**src/verilog/cache_settings.svh**
```systemverilog
//--------------------
// sizes and address field bounds of the read cache
// include in any file that needs a width or a depth
//--------------------
`ifndef CACHE_SETTINGS_SVH
`define CACHE_SETTINGS_SVH

`define CACHE_NUM_TQ_ENTRY     8
`define CACHE_NUM_SETS         64

// address fields
`define CACHE_LSB_BYTE_OFFSET  0
`define CACHE_MSB_BYTE_OFFSET  1
`define CACHE_LSB_WORD_OFFSET  2
`define CACHE_MSB_WORD_OFFSET  3
`define CACHE_LSB_SET          4
`define CACHE_MSB_SET          9
`define CACHE_LSB_TAG          10
`define CACHE_MSB_TAG          31

// data widths
`define CACHE_LINE_W           128
`define CACHE_WORD_W           32
`define CACHE_REG_ID_W         5

`endif

```
**src/verilog/cache_param_pkg.sv**
```systemverilog
//--------------------
// types of the core and far memory ports of the read cache
//--------------------
`default_nettype none
`include "cache_settings.svh"

package cache_param_pkg;

    typedef logic [`CACHE_REG_ID_W-1:0]                             t_reg_id;
    typedef logic [$clog2(`CACHE_NUM_TQ_ENTRY)-1:0]                  t_tq_id;
    typedef logic [`CACHE_MSB_TAG-`CACHE_LSB_TAG:0]                  t_tag;
    typedef logic [`CACHE_MSB_SET-`CACHE_LSB_SET:0]                  t_set;
    typedef logic [`CACHE_MSB_TAG-`CACHE_LSB_SET:0]                  t_cl_address; // tag and set
    typedef logic [`CACHE_MSB_WORD_OFFSET-`CACHE_LSB_WORD_OFFSET:0]  t_word_offset;
    typedef logic [`CACHE_WORD_W-1:0]                                t_word;
    typedef logic [`CACHE_LINE_W-1:0]                                t_cl_data;

    typedef enum logic {
        RD_OP = 1'b0,
        WR_OP = 1'b1
    } t_opcode;

    typedef struct packed {
        t_tag                                                    tag;
        t_set                                                    set;
        t_word_offset                                            word_offset;
        logic [`CACHE_MSB_BYTE_OFFSET-`CACHE_LSB_BYTE_OFFSET:0]  byte_offset;
    } t_address_fields;

    // same address word, raw or split into its fields
    typedef union packed {
        logic [`CACHE_MSB_TAG:0] raw;
        t_address_fields         f;
    } t_address;

    typedef struct packed {
        logic     valid;
        t_opcode  opcode;
        t_reg_id  reg_id;
        t_address address;
        t_word    data;      // write data, not used by reads
    } t_req;

    typedef struct packed {
        logic     valid;
        t_address address;
        t_reg_id  reg_id;
        t_word    data;
    } t_rd_rsp;

    typedef struct packed {
        logic        valid;
        t_tq_id      tq_id;
        t_cl_address cl_address;
    } t_fm_rd_req;

    typedef struct packed {
        logic     valid;
        t_tq_id   tq_id;
        t_cl_data cl_data;
    } t_fm_rd_rsp;

endpackage

`default_nettype wire

```
**src/verilog/cache_pipe_pkg.sv**
```systemverilog
//--------------------
// types between the transaction queue and the lookup pipe
//--------------------
`default_nettype none

package cache_pipe_pkg;

    typedef enum logic [1:0] {
        NO_LU,
        RD_LU,
        FILL_LU
    } t_lu_op;

    typedef enum logic [1:0] {
        HIT,
        MISS,
        FILL,
        REJECT
    } t_lu_result;

    typedef enum logic [2:0] {
        S_IDLE,
        S_LU_CORE,
        S_MB_WAIT_FILL,
        S_MB_FILL_READY,
        S_ERROR
    } t_tq_state;

    typedef struct packed {
        logic                        valid;
        t_lu_op                      lu_op;
        cache_param_pkg::t_tq_id     tq_id;
        cache_param_pkg::t_reg_id    reg_id;
        cache_param_pkg::t_address   address;
        cache_param_pkg::t_word      data;
        logic                        rd_indication;
    } t_lu_req;

    typedef struct packed {
        logic                        rd_miss;
        logic                        alloc_rd_fill;  // fill of an entry a core read is waiting on
        cache_param_pkg::t_tq_id     lu_tq_id;
        cache_param_pkg::t_cl_address cl_address;
    } t_early_lu_rsp;

    typedef struct packed {
        logic                        valid;
        t_lu_op                      lu_op;
        t_lu_result                  lu_result;
        cache_param_pkg::t_tq_id     tq_id;
        cache_param_pkg::t_reg_id    reg_id;
        cache_param_pkg::t_address   address;
        logic                        rd_indication;
        cache_param_pkg::t_cl_data   cl_data;
    } t_lu_rsp;

endpackage

`default_nettype wire

```
**src/verilog/cache_tq.sv**
```systemverilog
//--------------------
// transaction queue of the read cache: tracks misses, feeds the lookup pipe
// and returns read data to the core
//--------------------
`timescale 1ns/1ps
`default_nettype none
`include "cache_settings.svh"

module cache_tq (
    input  logic                          clk,
    input  logic                          reset,
    // core
    input  cache_param_pkg::t_req         pre_core2cache_req,
    output logic                          stall,
    output cache_param_pkg::t_rd_rsp      cache2core_rsp,
    // far memory
    input  cache_param_pkg::t_fm_rd_rsp   fm2cache_rd_rsp,
    // lookup pipe
    output cache_pipe_pkg::t_lu_req       pipe_lu_req_q1,
    input  cache_pipe_pkg::t_early_lu_rsp pipe_early_lu_rsp_q2,
    input  cache_pipe_pkg::t_lu_rsp       pipe_lu_rsp_q3
);
    import cache_param_pkg::*;
    import cache_pipe_pkg::*;

    t_req         core2cache_req;      // core request after the reissue mux
    t_req         reissue_req;
    t_tq_id       rd_miss_tq_id;
    t_cl_address  rd_miss_cl_address;
    logic         set_rd_miss_was_filled;
    logic         rd_miss_was_filled;
    logic         sel_reissue;
    logic         stall_rd_miss_q;
    logic         tq_full;

    t_tq_state    tq_state         [`CACHE_NUM_TQ_ENTRY];
    t_tq_state    next_tq_state    [`CACHE_NUM_TQ_ENTRY];
    t_cl_address  tq_cl_address    [`CACHE_NUM_TQ_ENTRY];
    t_word_offset tq_word_offset   [`CACHE_NUM_TQ_ENTRY];
    t_reg_id      tq_reg_id        [`CACHE_NUM_TQ_ENTRY];
    logic         tq_rd_indication [`CACHE_NUM_TQ_ENTRY];
    logic [`CACHE_NUM_TQ_ENTRY-1:0] free_entries;

    logic         free_exists;
    logic         fill_exists;
    logic         error_exists;
    t_tq_id       enc_first_free;
    t_tq_id       enc_first_fill;
    logic         allocate;
    logic         issue_fill;

    //--------------------
    // reissue and read miss stall
    //--------------------
    always_ff @(posedge clk) begin
        if (reset) begin
            reissue_req.valid <= 1'b0;
        end else if (pipe_early_lu_rsp_q2.rd_miss) begin
            reissue_req <= pre_core2cache_req;   // cancelled in q1, replayed after the fill
        end
    end

    always_ff @(posedge clk) begin
        if (pipe_early_lu_rsp_q2.rd_miss) begin
            rd_miss_tq_id      <= pipe_early_lu_rsp_q2.lu_tq_id;
            rd_miss_cl_address <= pipe_early_lu_rsp_q2.cl_address;
        end
    end

    // the fill of the stalling miss has passed q2
    assign set_rd_miss_was_filled = stall_rd_miss_q &&
                                    pipe_early_lu_rsp_q2.alloc_rd_fill &&
                                    (pipe_early_lu_rsp_q2.lu_tq_id == rd_miss_tq_id) &&
                                    (pipe_early_lu_rsp_q2.cl_address == rd_miss_cl_address);
    assign sel_reissue = rd_miss_was_filled && !fill_exists;

    always_ff @(posedge clk) begin
        if (reset) begin
            rd_miss_was_filled <= 1'b0;
            stall_rd_miss_q    <= 1'b0;
        end else begin
            rd_miss_was_filled <= set_rd_miss_was_filled || (rd_miss_was_filled && !sel_reissue);
            stall_rd_miss_q    <= pipe_early_lu_rsp_q2.rd_miss ||
                                  (stall_rd_miss_q && !sel_reissue);
        end
    end

    assign core2cache_req = sel_reissue ? reissue_req : pre_core2cache_req;

    assign tq_full = ($countones(free_entries) <= 1);
    assign stall   = tq_full || stall_rd_miss_q || pipe_early_lu_rsp_q2.rd_miss;

    //--------------------
    // entry selection
    //--------------------
    always_comb begin
        free_exists    = 1'b0;
        fill_exists    = 1'b0;
        error_exists   = 1'b0;
        enc_first_free = '0;
        enc_first_fill = '0;
        for (int i = `CACHE_NUM_TQ_ENTRY - 1; i >= 0; i--) begin   // lowest index wins
            free_entries[i] = (tq_state[i] == S_IDLE);
            if (free_entries[i]) begin
                free_exists    = 1'b1;
                enc_first_free = t_tq_id'(i);
            end
            if (tq_state[i] == S_MB_FILL_READY) begin
                fill_exists    = 1'b1;
                enc_first_fill = t_tq_id'(i);
            end
            error_exists = error_exists || (tq_state[i] == S_ERROR);
        end
    end

    assign allocate   = core2cache_req.valid && free_exists && !pipe_early_lu_rsp_q2.rd_miss;
    assign issue_fill = !core2cache_req.valid && fill_exists;   // fills only in idle slots

    //--------------------
    // entry state
    //--------------------
    always_comb begin
        for (int i = 0; i < `CACHE_NUM_TQ_ENTRY; i++) begin
            next_tq_state[i] = tq_state[i];
            case (tq_state[i])
                S_IDLE: begin
                    if (allocate && (enc_first_free == t_tq_id'(i))) begin
                        next_tq_state[i] = (core2cache_req.opcode == RD_OP) ? S_LU_CORE : S_ERROR;
                    end
                end
                S_LU_CORE: begin
                    if (pipe_lu_rsp_q3.valid && (pipe_lu_rsp_q3.tq_id == t_tq_id'(i))) begin
                        case (pipe_lu_rsp_q3.lu_result)
                            HIT:     next_tq_state[i] = S_IDLE;
                            MISS:    next_tq_state[i] = S_MB_WAIT_FILL;
                            FILL:    next_tq_state[i] = S_LU_CORE;  // older fill of this slot
                            default: next_tq_state[i] = S_ERROR;
                        endcase
                    end
                end
                S_MB_WAIT_FILL: begin
                    if (fm2cache_rd_rsp.valid && (fm2cache_rd_rsp.tq_id == t_tq_id'(i))) begin
                        next_tq_state[i] = S_MB_FILL_READY;
                    end
                end
                S_MB_FILL_READY: begin
                    if (issue_fill && (enc_first_fill == t_tq_id'(i))) begin
                        next_tq_state[i] = S_IDLE;
                    end
                end
                default: next_tq_state[i] = tq_state[i];
            endcase
        end
    end

    always_ff @(posedge clk) begin
        for (int i = 0; i < `CACHE_NUM_TQ_ENTRY; i++) begin
            tq_state[i] <= reset ? S_IDLE : next_tq_state[i];
        end
    end

    always_ff @(posedge clk) begin
        if (allocate) begin
            tq_cl_address[enc_first_free]    <= {core2cache_req.address.f.tag,
                                                 core2cache_req.address.f.set};
            tq_word_offset[enc_first_free]   <= core2cache_req.address.f.word_offset;
            tq_reg_id[enc_first_free]        <= core2cache_req.reg_id;
            tq_rd_indication[enc_first_free] <= (core2cache_req.opcode == RD_OP);
        end
    end

    //--------------------
    // pipe request mux
    //--------------------
    always_comb begin
        pipe_lu_req_q1 = '0;
        if (allocate) begin
            pipe_lu_req_q1.valid         = 1'b1;
            pipe_lu_req_q1.lu_op         = (core2cache_req.opcode == RD_OP) ? RD_LU : NO_LU;
            pipe_lu_req_q1.tq_id         = enc_first_free;
            pipe_lu_req_q1.reg_id        = core2cache_req.reg_id;
            pipe_lu_req_q1.address       = core2cache_req.address;
            pipe_lu_req_q1.data          = core2cache_req.data;
            pipe_lu_req_q1.rd_indication = (core2cache_req.opcode == RD_OP);
        end else if (issue_fill) begin
            pipe_lu_req_q1.valid         = 1'b1;
            pipe_lu_req_q1.lu_op         = FILL_LU;
            pipe_lu_req_q1.tq_id         = enc_first_fill;
            pipe_lu_req_q1.reg_id        = tq_reg_id[enc_first_fill];
            pipe_lu_req_q1.address.raw   = {tq_cl_address[enc_first_fill],
                                            tq_word_offset[enc_first_fill], 2'b00};
            pipe_lu_req_q1.rd_indication = tq_rd_indication[enc_first_fill];
        end
    end

    //--------------------
    // core response
    //--------------------
    assign cache2core_rsp.valid   = pipe_lu_rsp_q3.valid &&
                                    (((pipe_lu_rsp_q3.lu_op == RD_LU) &&
                                      (pipe_lu_rsp_q3.lu_result == HIT)) ||
                                     ((pipe_lu_rsp_q3.lu_op == FILL_LU) &&
                                      pipe_lu_rsp_q3.rd_indication));
    assign cache2core_rsp.address = pipe_lu_rsp_q3.address;
    assign cache2core_rsp.reg_id  = pipe_lu_rsp_q3.reg_id;
    assign cache2core_rsp.data    = pipe_lu_rsp_q3.cl_data[pipe_lu_rsp_q3.address.f.word_offset *
                                                           `CACHE_WORD_W +: `CACHE_WORD_W];

    // the core holds off a cycle after stall was seen
    a_no_req_in_stall: assert property (@(posedge clk) disable iff (reset)
        $past(stall) |-> !pre_core2cache_req.valid);

    // writes are not supported, so no entry may get stuck
    a_no_error_state: assert property (@(posedge clk) disable iff (reset) !error_exists);

endmodule

`default_nettype wire

```
**config.mk**
```make
export PLATFORM = sky130hd
export DESIGN_NAME = cache_tq
export DESIGN_NICKNAME = d
export VERILOG_FILES = /design/src/verilog/cache_param_pkg.sv /design/src/verilog/cache_pipe_pkg.sv /design/src/verilog/cache_tq.sv
export VERILOG_INCLUDE_DIRS = /design/src /design/src/verilog
export SDC_FILE = /design/constraint.sdc
export NUM_CORES = 1
export LEC_CHECK = 0
export ABC_AREA = 1
export BUFFER_PORTS_ARGS = -buffer_cell sky130_fd_sc_hd__buf_4
export CAP_MARGIN = 20
export CORE_ASPECT_RATIO = 1.2
export CORE_MARGIN = 1.5
export CORE_UTILIZATION = 40
export DETAILED_ROUTE_END_ITERATION = 10
export REMOVE_ABC_BUFFERS = 1
export SLEW_MARGIN = 20
export SYNTH_ARGS = -nofsm -noshare
export SYNTH_HDL_FRONTEND = slang
export SYNTH_SLANG_ARGS = --single-unit
```
**constraint.sdc**
```tcl
create_clock -name clk -period 7.01 [get_ports clk]
set_input_delay 0.3505 -clock clk [delete_from_list [all_inputs] [get_ports clk]]
set_output_delay 0.3505 -clock clk [all_outputs]
set_load 0.005 [all_outputs]
```
==> results of run 1 <==
-- sequential cells by signal, indices dropped and copies added, names as in the netlist --
register            flops
rd_miss_was_filled      1
rd_miss_cl_address     28
tq_cl_address         224
tq_word_offset         16
tq_rd_indication        8
stall_rd_miss_q         1
tq_reg_id              40
tq_state               24
rd_miss_tq_id           3
reissue_req            71
-- cells in the mapped netlist, drive strengths merged --
cell | n | area share (%)
buf | 77 | 2.6
nand3b | 10 | 0.38
a31oi | 1 | 0.031
dfxtp | 27 | 2.7
o31ai | 2 | 0.075
a21oi | 73 | 1.9
o22ai | 35 | 1.1
clkinv | 4 | 0.075
fa | 4 | 0.40
o211ai | 15 | 0.56
nand4 | 14 | 0.44
clkbuf | 43 | 0.82
ha | 3 | 0.19
xnor2 | 6 | 0.26
inv | 244 | 4.6
o21bai | 7 | 0.40
or2 | 16 | 0.50
o221ai | 2 | 0.088
edfxtp | 389 | 59
nand2 | 631 | 12
xor2 | 18 | 0.79
nor2 | 228 | 4.4
nor4 | 5 | 0.16
nand3 | 83 | 2.3
nor3 | 18 | 0.48
o21ai | 169 | 4.2
-- worst max-delay path: stages (launching register included) --
cell,delay [ps]
dfxtp_1,450
nand2_1,130
nor2_1,170
nand2_1,100
nand2_1,60
nand2_1,50
nand2_1,60
nand2_1,140
nand2_1,150
nand2_2,100
nand2_2,790
inv_2,720
nand2_1,220
nand3_1,90
nand2_1,60
nand3_1,110
nand2_1,190
buf_4,140
-- area by class of cell --
class | instances | area [um^2] | area share [%]
antenna | 16 | 40.0 | 0.157
clock buffer | 48 | 1090 | 4.30
clock inverter | 32 | 317 | 1.24
inverter | 248 | 931 | 3.65
multi-input combinational | 1340 | 6200 | 24.3
sequential | 416 | 12200 | 48.0
tap | 637 | 797 | 3.13
timing repair buffer | 481 | 3890 | 15.3
-- final timing paths --
path,endpoint,slack [ps],cells past startpoint
worst max-delay path,pipe_lu_req_q1[43],2300,17
worst max register to register,tq_cl_address[6][26]$_DFFE_PP_,3400,12
worst min register to register,tq_state[1][0]$_SDFFE_PP0P_,500,2
worst min-delay path,reissue_req[70]$_SDFFE_PP0P_,70,3
-- layout by cell type, fill, tap and decap left out, types with 9 or more instances in the layout --
| cell | instances |
|---|---|
| dfxtp_1 | 27 |
| clkinv_1 | 13 |
| inv_1 | 227 |
| or2_0 | 9 |
| nand3_1 | 74 |
| clkbuf_16 | 43 |
| dlygate4sd3_1 | 101 |
| o22ai_1 | 35 |
| nor2_1 | 216 |
| a21oi_1 | 71 |
| nor3_1 | 17 |
| edfxtp_1 | 389 |
| diode_2 | 16 |
| o21ai_1 | 49 |
| nand2_2 | 12 |
| xor2_1 | 18 |
| nand2_1 | 619 |
| nor2_4 | 9 |
| clkinv_2 | 10 |
| o211ai_1 | 15 |
| nand4_1 | 14 |
| buf_4 | 378 |
| inv_2 | 18 |
| nand3b_1 | 10 |
| o21ai_0 | 120 |
-- logic make-up after synthesis --
kind of cell               synth area share (%)
AOI/OAI and AO/OA                          8.36
xor gates and xnor gates                   1.05
adders and majority gates                 0.589
buffers and inverters                      8.04
DFF                                        61.2
and+or+nand+nor                            20.7
-- metrics by stage --
stage | cells | worst slack (ps) | hold slack (ps)
after floorplan | 2004 | 2440 | 420
after global placement | 3020 | 2900 | 492
after detailed placement | 3020 | 2880 | 496
after CTS | 3201 | 2200 | 40.5
after global routing | 3210 | 1980 | 80.7
final | 3218 | 2300 | 71.1
-- per-layer routing --
layer / track usage, % / wire length, um
met1: 33.9 / 28100
met2: 43.0 / 32700
met3: 12.0 / 8430
met4: 9.97 / 2180
met5: 4.63 / 382
-- where the power goes --
| group | leakage [nW] | internal [W] | switching [W] |
|---|---|---|---|
| combinational | 6.29 | 0.000557 | 0.000904 |
| clock | 0.686 | 0.00132 | 0.000998 |
| sequential | 3.78 | 0.00292 | 0.0000710 |
==> flow_summary.ini, run 1 <==
[setup_path]
crit_path_start_kind = flip-flop
r2r-start = tq_state[1][9]$_SDFFE_PP0P_
crit_arrival_ps = 4360
end_kind = output port
cp_max_fo = 38
required_ps = 6660
path_class = flip-flop to output port
crit_start = tq_state[1][9]$_SDFFE_PP0P_

[clock_network]
cts-root-buf = clkbuf_16
clock_sinks = 416
cts_buffer_depth = 3
cts_tree = done
clk_pin_slew_ps = 60
worst_skew_pair.late_latency_ps = 580
post-cts-setup-buffers = 0
numCtsBuffers = 43
cts.repair.resized = 0
hold_buffers = 101
htreeDepth = 2

[sta]
setup_viol = 0
final.min_clock_period_ps = 4710
max_freq_ghz = 0.212
setup_tns_ps = 0
hold_viol = 0
finalMaxSlewViolations = 0
slew_headroom_pct = 26.0
fin_skew_ps = 15.4
rsz0062_at_grt = no
fin_crit_sh_pct = 67.2
tightest_slew_ps = 1110

[floorplan]
die_area_um2 = 51200
die_w_um = 207
die_height_um = 248
start_util_pct = 40.5
row_count = 89
core-area_um2 = 49200
ioPinCount = 559

[place]
hpwl_mm = 49.3
gp_congestion = 0.929
dpl_cell_area_um2 = 23000
port_buffers = 360

[detailed_routing]
avgViaCountPerCell = 5.07
vias = 16300
drtIter0Drc = 1212
drcViolationCount = 0
ant_nets = 0
wire_per_inst_um = 22.3
drtPass1Iterations = 6
wl_mm = 71.8

[cells_and_area]
fin_util_pct = 51.8
area_growth_pct = 27.7
design_area_um2 = 25500
fin_nets = 2949
drive_above_1_share_pct = 19.8
n_fill_cell = 4482

[power]
power_density_nw_per_um2 = 266
p_leak_nw = 10.8
total_power_w = 0.00677
peakVddDrop_v = 0.000200

[synthesis]
ys_seq_area_share_pct = 61.2
postSynthCellCount = 2124
synth_warnings = 0
syn_area_um2 = 20000
ys_ff_latch = 416
netlist-cell-type-count = 42
syn_area_per_cell_um2 = 9.40

[outcome]
status = completed

[grt]
grt_usage_pct = 27.7
grt_overflow_total = 0
grt_pass1_wl_mm = 101
antenna_found_initial = 19
grt_max_degree = 74
grt_pass1_vias = 15600

[flow_run]
maxCapViolations = 0

[min_path]
hold_start = pre_core2cache_req[70]
hold_class = primary input to flip-flop
Note: power is estimated with default switching activity, not from simulation.
==> inputs of run 2 (changes only) <==
- clock period: 7.01 -> 4.8 ns (I/O delays scaled with it)
==> flow_summary.ini, run 2 (synthesized netlist as in run 1, its figures left out) <==
[clock_network]
worst_skew_pair.late_latency_ps = 580
clock_sinks = 416
cts-root-buf = clkbuf_16
htreeDepth = 2
cts_tree = done
numCtsBuffers = 45
clk_pin_slew_ps = 60
cts_buffer_depth = 3

[detailed_routing]
ant_nets = 0
avgViaCountPerCell = 5.09
vias = 16400
drtIter0Drc = 1253
wl_mm = 72.0
drtPass1Iterations = 6
drcViolationCount = 0
wire_per_inst_um = 22.3

[place]
hpwl_mm = 50.5
dpl_cell_area_um2 = 23100
preCtsSetupSlack_ps = 802
port_buffers = 360
gp_congestion = 0.925

[setup_path]
rr_endpoint = tq_cl_address[4][18]$_DFFE_PP_
crit_arrival_ps = 4210
crit_start = tq_state[0][1]$_SDFFE_PP0P_
required_ps = 4560
rr_worst_depth = 11
path_class = flip-flop to output port
cp_max_fo = 6
r2r-start = tq_state[1][8]$_SDFFE_PP0P_
crit_path_start_kind = flip-flop
rrSetupSlack_ps = 1010
end_kind = output port
worstSetupEndpoint = stall

[sta]
tightest_slew_ps = 1090
setup_tns_ps = 0
max_freq_ghz = 0.225
hold_viol = 0
setup_viol = 0
setup_slack_ps = 351
timing.hold.ws_ps = 40.0
rsz0062_at_grt = no
fin_crit_sh_pct = 92.7
finalMaxSlewViolations = 0
slew_headroom_pct = 27.1
fin_skew_ps = 22.4
final.min_clock_period_ps = 4450

[cells_and_area]
top_register = tq_cl_address
drive_above_1_share_pct = 20.0
top_regs = tq_cl_address x224, reissue_req x71, tq_reg_id x40
largest_reg_flops = 224
area_growth_pct = 28.1
fin_nets = 2958
design_area_um2 = 25600
final_cell_mix = 619 x nand2_1, 389 x edfxtp_1, 385 x buf_4, 227 x inv_1, 216 x nor2_1
layout_commonest_cell = nand2_1

[power]
peakVddDrop_v = 0.000215
power_density_nw_per_um2 = 390
p_leak_nw = 10.8

[floorplan]
die_area_um2 = 51200
die_height_um = 248
start_util_pct = 40.5
row_count = 89
core-area_um2 = 49200
die_w_um = 207
ioPinCount = 559

[flow_run]
maxCapViolations = 0

[grt]
antenna_found_initial = 21
grt_max_degree = 71
grt_overflow_total = 0
met2_usage_pct = 42.9
grt_usage_pct = 27.9
top_usage_layer = met2
use_met1_pct = 34.4
grt_pass1_vias = 15500
grt_pass1_wl_mm = 102
met3_usage_pct = 12.0

[outcome]
status = completed

[min_path]
hold_class = primary input to flip-flop
[run 2: power breakdown]
group          internal, W  switching, W
logic             0.000821       0.00134
clock network      0.00198       0.00145
registers          0.00426      0.000106
[run 2: timing repair]
action | CTS | global route
hold buffers | 102 | 0
hold endpoints to repair | 102 | 0
gates resized for setup | 0 | 1
setup endpoints to repair | 0 | 1
buffers inserted | 0 | 0
[run 2: critical path, cell delays in order, from the launching register on]
cell and delay, ps:
dfxtp_1 350, inv_1 140, nand3_2 180, fa_1 570
fa_1 530, fa_1 550, inv_1 40, ha_1 220
fa_1 440, nor2_1 120, a21oi_1 50, o21ai_1 280
buf_4 180
[run 2: metrics by stage]
stage / power (W) / utilization [%] / std cells
2_1_floorplan: 0.00565 / - / 2004
5_1_grt: 0.0104 / 51.9 / 3223
3_5_place_dp: 0.00652 / 46.8 / 3027
6_report: 0.00997 / 51.9 / 3228
3_3_place_gp: 0.00648 / 46.8 / 3027
4_1_cts: 0.0100 / 51.9 / 3212
[run 2: worst min path at each step]
stage / from / to / slack [ps] / cells after the start
floorplan: reset / rd_miss_was_filled$_SDFF_PP0_ / 310 / 1
global route: reset / tq_state[1][11]$_SDFFE_PP0P_ / 30 / 2
finish: reset / tq_state[1][11]$_SDFFE_PP0P_ / 40 / 2
detailed placement: pre_core2cache_req[13] / reissue_req[13]$_DFFE_PP_ / 430 / 1
CTS: reset / tq_state[1][11]$_SDFFE_PP0P_ / 9 / 2
global placement: pre_core2cache_req[61] / reissue_req[61]$_DFFE_PP_ / 430 / 1
[run 2: area by class of cell]
| class | instances | area [um^2] |
|---|---|---|
| Multi-Input combinational cell | 1340 | 6200 |
| Clock inverter | 30 | 275 |
| Fill cell | 4460 | 23700 |
| Antenna cell | 16 | 40.0 |
| Timing Repair Buffer | 488 | 3930 |
| Sequential cell | 416 | 12200 |
| Clock buffer | 53 | 1180 |
| Inverter | 248 | 931 |
| Tap cell | 637 | 797 |
[run 2: routing by layer]
| layer | wire (um) | up-vias | part of all wire (%) |
|---|---|---|---|
| li1 | - | 7841 | - |
| met1 | 27800 | 7659 | 39 |
| met2 | 32700 | 791 | 45 |
| met3 | 8630 | 129 | 12 |
| met4 | 2510 | 16 | 3.5 |
| met5 | 376 | - | 0.52 |
